**config.mk**
```make
export PLATFORM = sky130hd
export DESIGN_NAME = decoder_top
export DESIGN_NICKNAME = d
export VERILOG_FILES = /design/src/hdl/dec_pkg.sv /design/src/hdl/imm_gen.sv /design/src/hdl/op_classify.sv /design/src/hdl/operand_resolve.sv /design/src/hdl/dispatch_reg.sv /design/src/hdl/decoder_top.sv
export SDC_FILE = /design/constraint.sdc
export NUM_CORES = 1
export LEC_CHECK = 0
export BUFFER_PORTS_ARGS = -buffer_cell sky130_fd_sc_hd__buf_2
export CAP_MARGIN = 20
export CORE_ASPECT_RATIO = 0.7
export CORE_MARGIN = 10
export CORE_UTILIZATION = 35
export DETAILED_ROUTE_END_ITERATION = 7
export PLACE_DENSITY_LB_ADDON = 0.05
export SLEW_MARGIN = 20
export SYNTH_ARGS = -nofsm -noshare
export SYNTH_HDL_FRONTEND = slang
export SYNTH_SLANG_ARGS = --single-unit
```
**constraint.sdc**
```tcl
create_clock -name clk_in -period 6.2 [get_ports clk_in]
set_input_delay 0.62 -clock clk_in [delete_from_list [all_inputs] [get_ports clk_in]]
set_output_delay 0.62 -clock clk_in [all_outputs]
set_load 0.01 [all_outputs]
```
**src/hdl/dec_pkg.sv**
```systemverilog
package dec_pkg;

    localparam int ROB_TAG_W = 3;

    typedef logic [31:0]          word_t;
    typedef logic [4:0]           reg_idx_t;
    typedef logic [ROB_TAG_W-1:0] rob_tag_t;
    typedef logic [4:0]           rs_type_t;   // {is_branch, alt, funct3}
    typedef logic [3:0]           lsb_type_t;  // {is_store, funct3}
    typedef logic [11:0]          imm12_t;

    // Base opcode groups, low bits always 2'b11
    typedef enum logic [6:0] {
        OP_NONE    = 7'b0000000,
        OP_ARITH_R = 7'b0110011,
        OP_ARITH_I = 7'b0010011,
        OP_LOAD    = 7'b0000011,
        OP_STORE   = 7'b0100011,
        OP_BRANCH  = 7'b1100011,
        OP_JAL     = 7'b1101111,
        OP_JALR    = 7'b1100111,
        OP_AUIPC   = 7'b0010111,
        OP_LUI     = 7'b0110111
    } opcode_e;

    typedef enum logic [1:0] {
        ROB_RG = 2'd0,  // Register result
        ROB_ST = 2'd1,
        ROB_BR = 2'd2
    } rob_kind_e;

    typedef struct packed {
        word_t    r1;
        word_t    r2;
        rob_tag_t dep1;
        rob_tag_t dep2;
        logic     has_dep1;
        logic     has_dep2;
    } operand_pair_t;

    typedef struct packed {
        logic      valid;
        logic      ready;
        rob_kind_e kind;
        word_t     value;  // Result, or branch target
        reg_idx_t  rd;
    } rob_entry_t;

    typedef struct packed {
        reg_idx_t  rs1;
        reg_idx_t  rs2;
        reg_idx_t  rd;
        logic      use_rs1;
        logic      use_rs2;
        logic      use_rd;
        logic      need_rs;
        logic      need_lsb;
        logic      is_jalr;
        rs_type_t  rs_type;
        lsb_type_t lsb_type;
        imm12_t    offset;
        word_t     imm_r2;
        logic      use_imm;   // imm_r2 replaces r2
        logic      rob_ready;
        word_t     rob_value;
        opcode_e   kind;
    } decoded_t;

endpackage

```
**src/hdl/imm_gen.sv**
```systemverilog
`timescale 1ns/1ps

module imm_gen (
    input  dec_pkg::word_t    inst,
    output dec_pkg::reg_idx_t rs1,
    output dec_pkg::reg_idx_t rs2,
    output dec_pkg::reg_idx_t rd,
    output logic [2:0]        funct3,
    output logic              alt_bit,
    output dec_pkg::word_t    imm_i,
    output dec_pkg::word_t    imm_s,
    output dec_pkg::word_t    imm_b,
    output dec_pkg::word_t    imm_u,
    output dec_pkg::word_t    imm_j
);

    logic sign;

    assign sign = inst[31];

    assign rd     = inst[11:7];
    assign rs1    = inst[19:15];
    assign rs2    = inst[24:20];
    assign funct3 = inst[14:12];
    assign alt_bit = inst[30];  // funct7[5], also imm[10] of SRAI

    assign imm_i = {{20{sign}}, inst[31:20]};

    assign imm_s = {{20{sign}}, inst[31:25], inst[11:7]};

    assign imm_b = {
        {19{sign}},
        inst[31],
        inst[7],
        inst[30:25],
        inst[11:8],
        1'b0
    };

    assign imm_u = {inst[31:12], 12'b0};

    assign imm_j = {
        {11{sign}},
        inst[31],
        inst[19:12],
        inst[20],
        inst[30:21],
        1'b0
    };

endmodule

```
**src/hdl/op_classify.sv**
```systemverilog
`timescale 1ns/1ps

module op_classify (
    input  dec_pkg::word_t    inst,
    input  dec_pkg::word_t    inst_addr,
    input  dec_pkg::word_t    r1_val,
    output dec_pkg::decoded_t dec,
    output dec_pkg::word_t    next_pc,
    output dec_pkg::reg_idx_t rf_idx1,
    output dec_pkg::reg_idx_t rf_idx2
);

    dec_pkg::reg_idx_t rs1;
    dec_pkg::reg_idx_t rs2;
    dec_pkg::reg_idx_t rd;
    logic [2:0]        funct3;
    logic              alt_bit;
    dec_pkg::word_t    imm_i;
    dec_pkg::word_t    imm_s;
    dec_pkg::word_t    imm_b;
    dec_pkg::word_t    imm_u;
    dec_pkg::word_t    imm_j;

    dec_pkg::opcode_e  opcode;
    logic              legal;
    logic              is_arith_r;
    logic              is_arith_i;
    logic              is_load;
    logic              is_store;
    logic              is_branch;
    logic              is_jal;
    logic              is_jalr;
    logic              is_auipc;
    logic              is_lui;
    logic              is_shift;
    dec_pkg::word_t    seq_pc;

    imm_gen u_imm_gen (
        .inst    (inst),
        .rs1     (rs1),
        .rs2     (rs2),
        .rd      (rd),
        .funct3  (funct3),
        .alt_bit (alt_bit),
        .imm_i   (imm_i),
        .imm_s   (imm_s),
        .imm_b   (imm_b),
        .imm_u   (imm_u),
        .imm_j   (imm_j)
    );

    always_comb begin
        opcode = dec_pkg::OP_NONE;
        if (inst[1:0] == 2'b11) begin  // Compressed encodings become bubbles
            case (inst[6:0])
                dec_pkg::OP_ARITH_R, dec_pkg::OP_ARITH_I, dec_pkg::OP_LOAD,
                dec_pkg::OP_STORE, dec_pkg::OP_BRANCH, dec_pkg::OP_JAL,
                dec_pkg::OP_JALR, dec_pkg::OP_AUIPC, dec_pkg::OP_LUI:
                    opcode = dec_pkg::opcode_e'(inst[6:0]);
                default: opcode = dec_pkg::OP_NONE;
            endcase
        end
    end

    assign legal      = opcode != dec_pkg::OP_NONE;
    assign is_arith_r = opcode == dec_pkg::OP_ARITH_R;
    assign is_arith_i = opcode == dec_pkg::OP_ARITH_I;
    assign is_load    = opcode == dec_pkg::OP_LOAD;
    assign is_store   = opcode == dec_pkg::OP_STORE;
    assign is_branch  = opcode == dec_pkg::OP_BRANCH;
    assign is_jal     = opcode == dec_pkg::OP_JAL;
    assign is_jalr    = opcode == dec_pkg::OP_JALR;
    assign is_auipc   = opcode == dec_pkg::OP_AUIPC;
    assign is_lui     = opcode == dec_pkg::OP_LUI;
    assign is_shift   = funct3 == 3'b001 || funct3 == 3'b101;  // SLLI, SRLI, SRAI

    assign seq_pc = inst_addr + 32'd4;

    always_comb begin
        dec = '0;
        dec.kind     = opcode;
        dec.rs1      = legal ? rs1 : '0;
        dec.rs2      = legal ? rs2 : '0;
        dec.rd       = legal ? rd : '0;
        dec.use_rs1  = is_arith_r || is_arith_i || is_load || is_store || is_branch || is_jalr;
        dec.use_rs2  = is_arith_r || is_store || is_branch;
        dec.use_rd   = is_arith_r || is_arith_i || is_load || is_jalr || is_jal
                       || is_lui || is_auipc;
        dec.need_rs  = is_arith_r || is_arith_i || is_branch;
        dec.need_lsb = is_load || is_store;
        dec.is_jalr  = is_jalr;
        dec.rs_type  = {is_branch,
                        alt_bit && (is_arith_r || (is_arith_i && funct3 == 3'b101)),
                        funct3};
        dec.lsb_type = {is_store, funct3};
        dec.offset   = is_load ? imm_i[11:0] : imm_s[11:0];
        dec.imm_r2   = is_shift ? {27'b0, inst[24:20]} : imm_i;
        dec.use_imm  = is_arith_i;
        dec.rob_ready = is_lui || is_auipc || is_jal || is_jalr || is_store;

        if (is_lui)
            dec.rob_value = imm_u;
        else if (is_auipc)
            dec.rob_value = inst_addr + imm_u;
        else if (is_jal || is_jalr)
            dec.rob_value = seq_pc;  // Link address
        else if (is_branch)
            dec.rob_value = inst_addr + imm_b;
        else
            dec.rob_value = '0;
    end

    assign next_pc = is_jalr ? r1_val + imm_i :
                     is_jal  ? inst_addr + imm_j : seq_pc;

    assign rf_idx1 = dec.rs1;
    assign rf_idx2 = dec.rs2;

endmodule

```
**src/hdl/operand_resolve.sv**
```systemverilog
`timescale 1ns/1ps

module operand_resolve (
    input  dec_pkg::word_t    rf_val1,
    input  dec_pkg::word_t    rf_val2,
    input  logic              rf_has_dep1,
    input  logic              rf_has_dep2,
    input  dec_pkg::rob_tag_t rf_dep1,
    input  dec_pkg::rob_tag_t rf_dep2,
    input  logic              query_ready1,
    input  logic              query_ready2,
    input  dec_pkg::word_t    query_val1,
    input  dec_pkg::word_t    query_val2,
    output dec_pkg::rob_tag_t query_idx1,
    output dec_pkg::rob_tag_t query_idx2,
    output dec_pkg::word_t    r1_val,
    output dec_pkg::word_t    r2_val,
    output logic              pending1,
    output logic              pending2
);

    // Ask the ROB about whichever entry the register file points at
    assign query_idx1 = rf_dep1;
    assign query_idx2 = rf_dep2;

    assign r1_val = !rf_has_dep1 ? rf_val1 :
                    query_ready1 ? query_val1 : '0;  // Forward from ROB
    assign r2_val = !rf_has_dep2 ? rf_val2 :
                    query_ready2 ? query_val2 : '0;

    assign pending1 = rf_has_dep1 && !query_ready1;
    assign pending2 = rf_has_dep2 && !query_ready2;

endmodule

```
**src/hdl/dispatch_reg.sv**
```systemverilog
`timescale 1ns/1ps

module dispatch_reg (
    input  logic                  clk_in,
    input  logic                  rst_n,
    input  logic                  rdy_in,
    input  logic                  rob_clear,
    input  logic                  inst_valid,
    input  dec_pkg::word_t        inst_addr,
    input  dec_pkg::decoded_t     dec,
    input  dec_pkg::word_t        r1_val,
    input  dec_pkg::word_t        r2_val,
    input  logic                  pending1,
    input  logic                  pending2,
    input  dec_pkg::rob_tag_t     dep1,
    input  dec_pkg::rob_tag_t     dep2,
    input  logic                  rob_full,
    input  logic                  rs_full,
    input  logic                  lsb_full,
    output logic                  f_ok,
    output dec_pkg::rob_entry_t   rob_entry,
    output logic                  rs_valid,
    output dec_pkg::rs_type_t     rs_type,
    output logic                  lsb_valid,
    output dec_pkg::lsb_type_t    lsb_type,
    output dec_pkg::imm12_t       lsb_offset,
    output dec_pkg::operand_pair_t ops,
    output dec_pkg::reg_idx_t     rf_set_idx
);

    dec_pkg::word_t    last_addr;
    logic              new_inst;
    logic              units_free;
    dec_pkg::rob_kind_e kind;
    dec_pkg::reg_idx_t dest;

    assign new_inst = inst_valid && dec.kind != dec_pkg::OP_NONE
                      && inst_addr != last_addr;  // Same fetch address never issues twice

    assign units_free = !rob_full
                        && (!dec.need_rs || !rs_full)
                        && (!dec.need_lsb || !lsb_full)
                        && !(dec.is_jalr && pending1);  // JALR target needs its base

    assign f_ok = new_inst && units_free;

    assign kind = dec.kind == dec_pkg::OP_STORE  ? dec_pkg::ROB_ST :
                  dec.kind == dec_pkg::OP_BRANCH ? dec_pkg::ROB_BR : dec_pkg::ROB_RG;

    assign dest = dec.use_rd ? dec.rd : '0;

    always_ff @(posedge clk_in) begin
        if (!rst_n || rob_clear) begin
            rob_entry  <= '0;
            rs_valid   <= 1'b0;
            rs_type    <= '0;
            lsb_valid  <= 1'b0;
            lsb_type   <= '0;
            lsb_offset <= '0;
            ops        <= '0;
            rf_set_idx <= '0;
            last_addr  <= '1;
        end else if (rdy_in) begin
            if (f_ok) begin
                last_addr <= inst_addr;

                rob_entry.valid <= 1'b1;  // Every accepted instruction
                rob_entry.ready <= dec.rob_ready;
                rob_entry.kind  <= kind;
                rob_entry.value <= dec.rob_value;
                rob_entry.rd    <= dest;

                rs_valid   <= dec.need_rs;
                rs_type    <= dec.rs_type;
                lsb_valid  <= dec.need_lsb;
                lsb_type   <= dec.lsb_type;
                lsb_offset <= dec.offset;

                ops.r1       <= r1_val;
                ops.r2       <= dec.use_imm ? dec.imm_r2 : r2_val;
                ops.dep1     <= dep1;
                ops.dep2     <= dep2;
                ops.has_dep1 <= dec.use_rs1 && pending1;
                ops.has_dep2 <= dec.use_rs2 && pending2;

                rf_set_idx <= dest;
            end else begin
                rob_entry.valid <= 1'b0;
                rs_valid        <= 1'b0;
                lsb_valid       <= 1'b0;
                rf_set_idx      <= '0;
            end
        end
    end

endmodule

```
**src/hdl/decoder_top.sv**
```systemverilog
`timescale 1ns/1ps

module decoder_top (
    input  logic                   clk_in,
    input  logic                   rst_n,
    input  logic                   rdy_in,
    input  logic                   rob_clear,
    input  logic                   inst_valid,
    input  dec_pkg::word_t         inst_addr,
    input  dec_pkg::word_t         inst_data,
    output dec_pkg::word_t         f_next_pc,
    output logic                   f_ok,
    output dec_pkg::reg_idx_t      rf_get_idx1,
    output dec_pkg::reg_idx_t      rf_get_idx2,
    input  dec_pkg::word_t         rf_get_val1,
    input  dec_pkg::word_t         rf_get_val2,
    input  logic                   rf_has_dep1,
    input  logic                   rf_has_dep2,
    input  dec_pkg::rob_tag_t      rf_get_dep1,
    input  dec_pkg::rob_tag_t      rf_get_dep2,
    output dec_pkg::reg_idx_t      rf_set_idx,
    output dec_pkg::rob_tag_t      rf_set_dep,
    output dec_pkg::rob_tag_t      query_rob_idx1,
    output dec_pkg::rob_tag_t      query_rob_idx2,
    input  logic                   query_ready1,
    input  logic                   query_ready2,
    input  dec_pkg::word_t         query_value1,
    input  dec_pkg::word_t         query_value2,
    input  dec_pkg::rob_tag_t      rob_idx_tail,
    input  logic                   rob_full,
    output dec_pkg::rob_entry_t    rob_entry,
    input  logic                   rs_full,
    output logic                   rs_valid,
    output dec_pkg::rs_type_t      rs_type,
    output dec_pkg::rob_tag_t      rs_rob_idx,
    input  logic                   lsb_full,
    output logic                   lsb_valid,
    output dec_pkg::lsb_type_t     lsb_type,
    output dec_pkg::imm12_t        lsb_offset,
    output dec_pkg::rob_tag_t      lsb_rob_idx,
    output dec_pkg::operand_pair_t ops
);

    dec_pkg::decoded_t dec;
    dec_pkg::word_t    r1_val;
    dec_pkg::word_t    r2_val;
    logic              pending1;
    logic              pending2;

    op_classify u_op_classify (
        .inst      (inst_data),
        .inst_addr (inst_addr),
        .r1_val    (r1_val),
        .dec       (dec),
        .next_pc   (f_next_pc),
        .rf_idx1   (rf_get_idx1),
        .rf_idx2   (rf_get_idx2)
    );

    operand_resolve u_operand_resolve (
        .rf_val1      (rf_get_val1),
        .rf_val2      (rf_get_val2),
        .rf_has_dep1  (rf_has_dep1),
        .rf_has_dep2  (rf_has_dep2),
        .rf_dep1      (rf_get_dep1),
        .rf_dep2      (rf_get_dep2),
        .query_ready1 (query_ready1),
        .query_ready2 (query_ready2),
        .query_val1   (query_value1),
        .query_val2   (query_value2),
        .query_idx1   (query_rob_idx1),
        .query_idx2   (query_rob_idx2),
        .r1_val       (r1_val),
        .r2_val       (r2_val),
        .pending1     (pending1),
        .pending2     (pending2)
    );

    dispatch_reg u_dispatch_reg (
        .clk_in     (clk_in),
        .rst_n      (rst_n),
        .rdy_in     (rdy_in),
        .rob_clear  (rob_clear),
        .inst_valid (inst_valid),
        .inst_addr  (inst_addr),
        .dec        (dec),
        .r1_val     (r1_val),
        .r2_val     (r2_val),
        .pending1   (pending1),
        .pending2   (pending2),
        .dep1       (rf_get_dep1),
        .dep2       (rf_get_dep2),
        .rob_full   (rob_full),
        .rs_full    (rs_full),
        .lsb_full   (lsb_full),
        .f_ok       (f_ok),
        .rob_entry  (rob_entry),
        .rs_valid   (rs_valid),
        .rs_type    (rs_type),
        .lsb_valid  (lsb_valid),
        .lsb_type   (lsb_type),
        .lsb_offset (lsb_offset),
        .ops        (ops),
        .rf_set_idx (rf_set_idx)
    );

    // Tail slot tag goes straight to every consumer
    assign rs_rob_idx  = rob_idx_tail;
    assign lsb_rob_idx = rob_idx_tail;
    assign rf_set_dep  = rob_idx_tail;

endmodule

```
==> results of run 1 <==
==> metal layers <==
metal	routed length, um	share of wire
met3	6200	0.091
met5	12	0.00018
met2	30100	0.44
met1	30300	0.45
met4	1280	0.019
==> tightest hold or removal path, stage by stage <==
cell,delay (ns)
buf_2,0.10
nand2_1,0.05
a21oi_1,0.05
==> state kept, by name, summed over array words and instances, names as in the netlist <==
register	flops
u_dispatch_reg.lsb_type	3
u_dispatch_reg.lsb_valid	1
u_dispatch_reg.ops	72
u_dispatch_reg.rob_entry	41
u_dispatch_reg.rs_valid	1
u_dispatch_reg.lsb_offset	12
u_dispatch_reg.rs_type	2
u_dispatch_reg.rf_set_idx	5
u_dispatch_reg.last_addr	32
==> cell usage in the layout (no fill, tap or decap), types with 7 or more instances in the layout <==
master / n
clkbuf_16: 17
nand2b_1: 18
nor2b_1: 7
a221oi_1: 41
nand3_1: 56
or3_1: 8
o221ai_1: 9
a21oi_1: 225
nor2_1: 143
xnor2_1: 107
a311oi_1: 11
buf_2: 399
a22oi_1: 11
mux2i_1: 13
o21a_1: 14
nor3_1: 59
and3_1: 20
nand2_1: 299
o21ai_0: 119
o22ai_1: 8
ha_1: 86
xor2_1: 43
inv_1: 64
a211o_1: 7
and2_1: 20
o21ai_1: 9
a31oi_1: 9
a211oi_1: 39
o21bai_1: 16
dfxtp_1: 169
buf_4: 21
a21o_1: 34
o211ai_1: 22
nand4_1: 28
==> cells by family (layout without fill, tap and decap cells) <==
group,count (synthesis),count (layout),synth area share
DFF,169,169,0.236
buffers and inverters,237,517,0.0776
other,0,1,0
muxes,13,13,0.00907
AOI/OAI and AO/OA,625,625,0.280
xor gates and xnor gates,151,151,0.0931
and+or+nand+nor,701,701,0.224
adders and majority gates,90,90,0.0806
==> report_power, final <==
| group | internal, mW | switching (mW) | total, mW |
|---|---|---|---|
| combinational | 0.362 | 0.619 | 0.981 |
| sequential | 1.09 | 0.00127 | 1.09 |
| clock | 0.595 | 0.604 | 1.20 |
| total | 2.04 | 1.22 | 3.27 |
==> final cells by class <==
type,count,share of cell area
multi-input cells,1580,0.582
flip-flops and latches,169,0.199
repair buffers,420,0.127
well taps,535,0.0394
clock buffers,17,0.0251
inverters,65,0.0144
clock inverters,15,0.0128
diodes,1,0.000147
==> metrics by stage <==
step / setup WS (ns) / power [mW]
global route: 0.891 / 3.41
floorplan: 1.93 / 1.74
CTS: 1.24 / 3.27
detailed placement: 1.26 / 2.08
global placement: 1.35 / 2.08
finish: 1.18 / 3.27
==> cell usage after synthesis, drive strengths merged (5+ instances only) <==
cell type  number
nor2          145
and4            5
nor2b           9
a311oi         11
a22oi          11
a31oi           9
o31ai           5
xnor2         107
nand2         301
nand3          57
o22ai           8
nor3           61
o221ai         11
inv            65
nand2b         20
a21o           34
mux2i          13
o211ai         23
a21oi         226
and2           24
and3           20
nand4          29
clkbuf         85
buf            86
xor2           43
o21a           14
ha             86
or3             8
o21bai         16
o21ai         129
nand3b          5
dfxtp         169
a211oi         42
a221oi         43
o2111ai         6
a211o           7
==> worst max-delay path by stage <==
stage	endpoint	slack [ns]	depth (start not counted)
after floorplan	f_next_pc[26]	1.93	17
after global placement	f_next_pc[26]	1.35	17
after detailed placement	f_next_pc[26]	1.26	17
after CTS	f_next_pc[26]	1.24	17
after global routing	f_next_pc[26]	0.89	17
final	f_next_pc[26]	1.18	17
==> results.py, run 1 <==
metrics = {
    "route": {
        "vias": 15800,
        "viasPerCell": 5.65,
        "drtIter0Drc": 1561,
        "dr.pass1.iters": 7,
        "routed_wl_um": 67900,
        "routedWlPerCell_um": 24.2,
        "drtAntennaViolNets": 0,
        "drcViolationCount": 0,
    },
    "global_route": {
        "grt_util_met3": 0.0840,
        "gr-usage-met2": 0.396,
        "grt_max_degree": 141,
        "grt_overflow_total": 0,
        "antenna_found_initial": 4,
        "grt_pass1_wl_um": 97500,
        "busiest_layer": "met2",
        "grt_util_all_layers": 0.259,
        "grt_pass1_vias": 14900,
        "met1_usage": 0.344,
    },
    "floorplanning": {
        "io_pins": 412,
        "rows": 61,
        "dieArea_mm2": 0.0496,
        "initial_core_util": 0.358,
        "coreArea_mm2": 0.0401,
        "die_x_um": 262,
        "die_h_um": 189,
    },
    "timing": {
        "tightest_slew_ns": 1.04,
        "finalClockSkew_ns": 0.00960,
        "finalMaxSlewViolations": 0,
        "fin_hold_ws_ns": 0.399,
        "tns_ns": 0,
        "period_needed_ns": 5.02,
        "max_slew_margin": 0.308,
        "post-route-period-util": 0.809,
        "setup_viol": 0,
        "rsz0062_at_grt": "no",
        "clock.fmax_ghz": 0.199,
        "hold_viol": 0,
    },
    "worst_setup_path": {
        "r2r-start": "u_dispatch_reg.last_addr[7]",
        "reg2reg_depth": 9,
        "crit_arrival_ns": 4.40,
        "reg2reg_to": "u_dispatch_reg.ops[51]",
        "max_stage_delay_ns": 0.39,
        "cp_max_fo": 13,
        "critPathRequiredTime_ns": 5.58,
        "crit_buf_inv": 3,
        "cp_top_family": "compound AO/OA/AOI/OAI gates",
        "critPathKind": "in2out",
        "crit_path_cell_trace": "buf_2 -> and2_0 -> nand2_1 -> o21ai_0 -> ha_1 -> inv_1 -> fa_1 -> and2b_1 -> o2111ai_1 -> a32oi_1 -> a21oi_1 -> o31ai_1 -> a21oi_1 -> o21ai_0 -> xnor2_1 -> o221ai_1 -> buf_2",
        "crit_slowest_cell": "fa_1",
        "r2r_slack_ns": 2.32,
        "start_kind": "input port",
        "critPathLaunch": "rf_has_dep1",
        "critPathCaptureType": "output port",
    },
    "layout": {
        "final_util": 0.424,
        "fin_area_mm2": 0.0170,
        "area.sequential_mm2": 0.00338,
        "n_fill_cell": 4317,
        "multi_input_comb_area_mm2": 0.00988,
        "drive_above_1_share": 0.214,
        "nets": 2556,
        "finalNonFillerCells": 2802,
        "area_delta_synth_final_pct": 18.3,
    },
    "place": {
        "io_buffer_count": 399,
        "place_inst": 2769,
        "placed_cell_area_mm2": 0.0163,
        "dpl.hpwl_um": 52500,
        "gp_congestion": 0.915,
    },
    "yosys": {
        "synth_fp_nets": 2289,
        "synth.largest_area_cell": "dfxtp_1",
        "ys_top_cells_by_area": "dfxtp_1 24%, a21oi_1 7.8%, nand2_1 7.8%",
        "ys_types": 87,
        "ys_seq_area_frac": 0.236,
        "synth.avg_cell_area_um2": 7.22,
        "yosysWarningCount": 0,
        "synth_edf_count": 0,
        "synth_top_area_frac": 0.236,
        "synthArstFlopShare": 0,
        "syn_area_mm2": 0.0143,
        "syn_inst": 1986,
        "ys_ff_latch": 169,
        "synthFlopType": "dfxtp_1",
    },
    "min_path": {
        "min_delay_path_depth": 3,
        "worstHoldStart": "rf_get_dep2[1]",
        "whs_endpoint": "u_dispatch_reg.ops[3]",
        "worstHoldPathType": "in2reg",
    },
    "clocking": {
        "clock_latency_ns": 0.47,
        "post-cts-setup-buffers": 0,
        "tritoncts": "done",
        "clk_pin_slew_ns": 0.08,
        "clock-sinks": 169,
        "cts_resized": 0,
        "root_buffer": "clkbuf_16",
        "cts_buffers": 17,
        "cts_hold_buf": 0,
        "cts_max_level": 4,
        "clockBufferDepth": 2,
    },
    "run": {
        "drv_cap": 0,
    },
    "outcome": {
        "status": "finished, final reports clean",
    },
    "power": {
        "p_leak_nw": 7.40,
        "power_density_mw_per_mm2": 192,
        "ir_drop_mv": 0.200,
    },
}
Power figures use the tool's default switching activity.
==> run 2: changes to the inputs <==
clock period = 5.1 ns   (was 6.2 ns; I/O delays follow)
==> run 2 against run 1 <==
  * Cell count grew 0.43%
  * Via count increased by 1.4%
  * Largest power group unchanged
  * First-iteration DRC count up 2.7%
  * Clock skew grew 0.0070 ns
  * Wire length increased by 0.98%
  * Clock power increased by 19%
  * Hold slack got worse by 0.11 ns
  * Power grew 21%
==> results.py, run 2 (synthesis gave the netlist of run 1 again) <==
metrics = {
    "floorplanning": {
        "die_h_um": 189,
        "io_pins": 412,
        "rows": 61,
        "coreArea_mm2": 0.0401,
        "dieArea_mm2": 0.0496,
        "initial_core_util": 0.358,
        "die_x_um": 262,
    },
    "timing": {
        "max_slew_margin": 0.299,
        "rsz0062_at_grt": "no",
        "setup_viol": 0,
        "period_needed_ns": 4.75,
        "tns_ns": 0,
        "clock.fmax_ghz": 0.211,
        "finalMaxSlewViolations": 0,
        "hold_viol": 0,
        "post-route-period-util": 0.931,
        "tightest_slew_ns": 1.05,
        "setup_ws_ns": 0.354,
        "finalClockSkew_ns": 0.0166,
    },
    "clocking": {
        "tritoncts": "done",
        "cts_hold_buf": 0,
        "cts_max_level": 4,
        "clock-sinks": 169,
        "clockBufferDepth": 2,
        "clock_latency_ns": 0.47,
        "cts_resized": 0,
        "cts_buffers": 17,
        "post-cts-setup-buffers": 0,
        "clk_pin_slew_ns": 0.09,
        "root_buffer": "clkbuf_16",
    },
    "layout": {
        "multi_input_comb_area_mm2": 0.00988,
        "regMostFlops": "u_dispatch_reg.ops",
        "area_delta_synth_final_pct": 19.2,
        "largest_reg_flops": 72,
        "drive_above_1_share": 0.219,
        "top_regs": "u_dispatch_reg.ops: 72 flops, u_dispatch_reg.rob_entry: 41 flops, u_dispatch_reg.last_addr: 32 flops",
        "area.sequential_mm2": 0.00338,
        "n_antenna_cell": 0,
        "nets": 2569,
        "n_fill_cell": 4247,
        "finalNonFillerCells": 2814,
        "fin_area_mm2": 0.0171,
        "final_util": 0.427,
        "mostFrequentLayoutCells": "399 x buf_2, 299 x nand2_1, 225 x a21oi_1",
        "final_common_cell": "buf_2",
    },
    "global_route": {
        "antenna_found_initial": 1,
        "grt_pass1_wl_um": 98700,
        "grt_max_degree": 130,
        "grt_util_all_layers": 0.261,
        "grt_pass1_vias": 14800,
        "grt_overflow_total": 0,
    },
    "worst_setup_path": {
        "crit_end": "f_next_pc[26]",
        "crit_slowest_cell": "o31ai_1",
        "crit_arrival_ns": 4.24,
        "r2r_slack_ns": 1.52,
        "crit_path_cell_trace": "buf_2 -> and2_0 -> nand2_1 -> o21ai_0 -> ha_1 -> inv_1 -> fa_1 -> and2b_1 -> o2111ai_1 -> a32oi_1 -> a21oi_1 -> o31ai_1 -> a21oi_1 -> o21ai_0 -> xnor2_1 -> o221ai_1 -> buf_2",
        "cp_top_family": "compound AO/OA/AOI/OAI gates",
        "start_kind": "input port",
        "critPathCaptureType": "output port",
        "critPathRequiredTime_ns": 4.59,
        "cp_max_fo": 7,
        "critPathLaunch": "rf_has_dep1",
        "r2r-start": "u_dispatch_reg.last_addr[7]",
        "crit_buf_inv": 3,
        "reg2reg_depth": 9,
        "cp.depth": 17,
        "reg2reg_to": "u_dispatch_reg.ops[1]",
        "critPathKind": "in2out",
        "max_stage_delay_ns": 0.44,
    },
    "route": {
        "drcViolationCount": 0,
        "viasPerCell": 5.70,
        "routedWlPerCell_um": 24.4,
        "drtIter0Drc": 1603,
        "drtAntennaViolNets": 0,
        "vias": 16100,
        "routed_wl_um": 68600,
        "dr.pass1.iters": 7,
    },
    "place": {
        "dpl.hpwl_um": 53700,
        "io_buffer_count": 399,
        "place_inst": 2781,
        "gp_congestion": 0.939,
        "placed_cell_area_mm2": 0.0164,
        "post-place-ws_ns": 0.417,
    },
    "outcome": {
        "status": "finished, final reports clean",
    },
    "min_path": {
        "worstHoldPathType": "in2reg",
    },
    "power": {
        "power_density_mw_per_mm2": 232,
        "p_leak_nw": 7.48,
        "ir_drop_mv": 0.242,
    },
    "run": {
        "drv_cap": 0,
    },
}
[run 2: cell count changes in the layout (fill, tap and decap cells not counted), sizes merged]
| cell | change |
|---|---|
| diode | -1 |
| bufinv | -1 |
| clkinv | -1 |
| buf | +13 |
| inv | +2 |
[run 2: layout make-up]
cell class	count	area share
tap	535	0.0392
inverter	65	0.0143
clock inverter	15	0.0122
sequential	169	0.198
timing repair buffer	433	0.134
clock buffer	17	0.0249
multi-input combinational	1580	0.578
[run 2: worst reg2reg max path, delay by kind of cell, from the launching register on]
kind                      cells  cell delay [ns]
AOI/OAI and AO/OA             2             0.39
xor gates and xnor gates      1             0.25
buffers and inverters         1             0.69
DFF                           1             0.33
and+or+nand+nor               5             1.84
[run 2: power by group]
group	total [mW]	leakage [nW]	internal, mW	switching [mW]
combinational	1.21	5.81	0.451	0.762
clock	1.43	0.306	0.686	0.749
sequential	1.32	1.36	1.32	0.00152
total	3.97	7.48	2.46	1.51
[run 2: layer usage]
| layer | routed length (um) | share of wire | global-route usage |
|---|---|---|---|
| met1 | 31200 | 0.46 | 0.366 |
| met2 | 30600 | 0.45 | 0.401 |
| met3 | 5710 | 0.083 | 0.0607 |
| met4 | 971 | 0.014 | 0.0450 |
| met5 | 0 | 0 | 0 |
[run 2: how the worst min path moves through the flow]
stage | start | end | slack, ns | cells after the start
2_1_floorplan | u_dispatch_reg.last_addr[0] | u_dispatch_reg.last_addr[0] | 0.46 | 2
3_3_place_gp | u_dispatch_reg.ops[1] | u_dispatch_reg.ops[1] | 0.44 | 2
3_5_place_dp | u_dispatch_reg.ops[45] | u_dispatch_reg.ops[45] | 0.44 | 2
4_1_cts | rf_get_dep1[0] | u_dispatch_reg.ops[5] | 0.27 | 3
5_1_grt | rf_get_dep1[0] | u_dispatch_reg.ops[5] | 0.30 | 3
6_report | rf_get_dep1[0] | u_dispatch_reg.ops[5] | 0.29 | 3
[run 2: stage by stage]
step | total power, mW | hold WS (ns)
2_1_floorplan | 2.12 | 0.460
3_3_place_gp | 2.54 | 0.437
3_5_place_dp | 2.54 | 0.443
4_1_cts | 3.98 | 0.273
5_1_grt | 4.14 | 0.297
6_report | 3.97 | 0.286
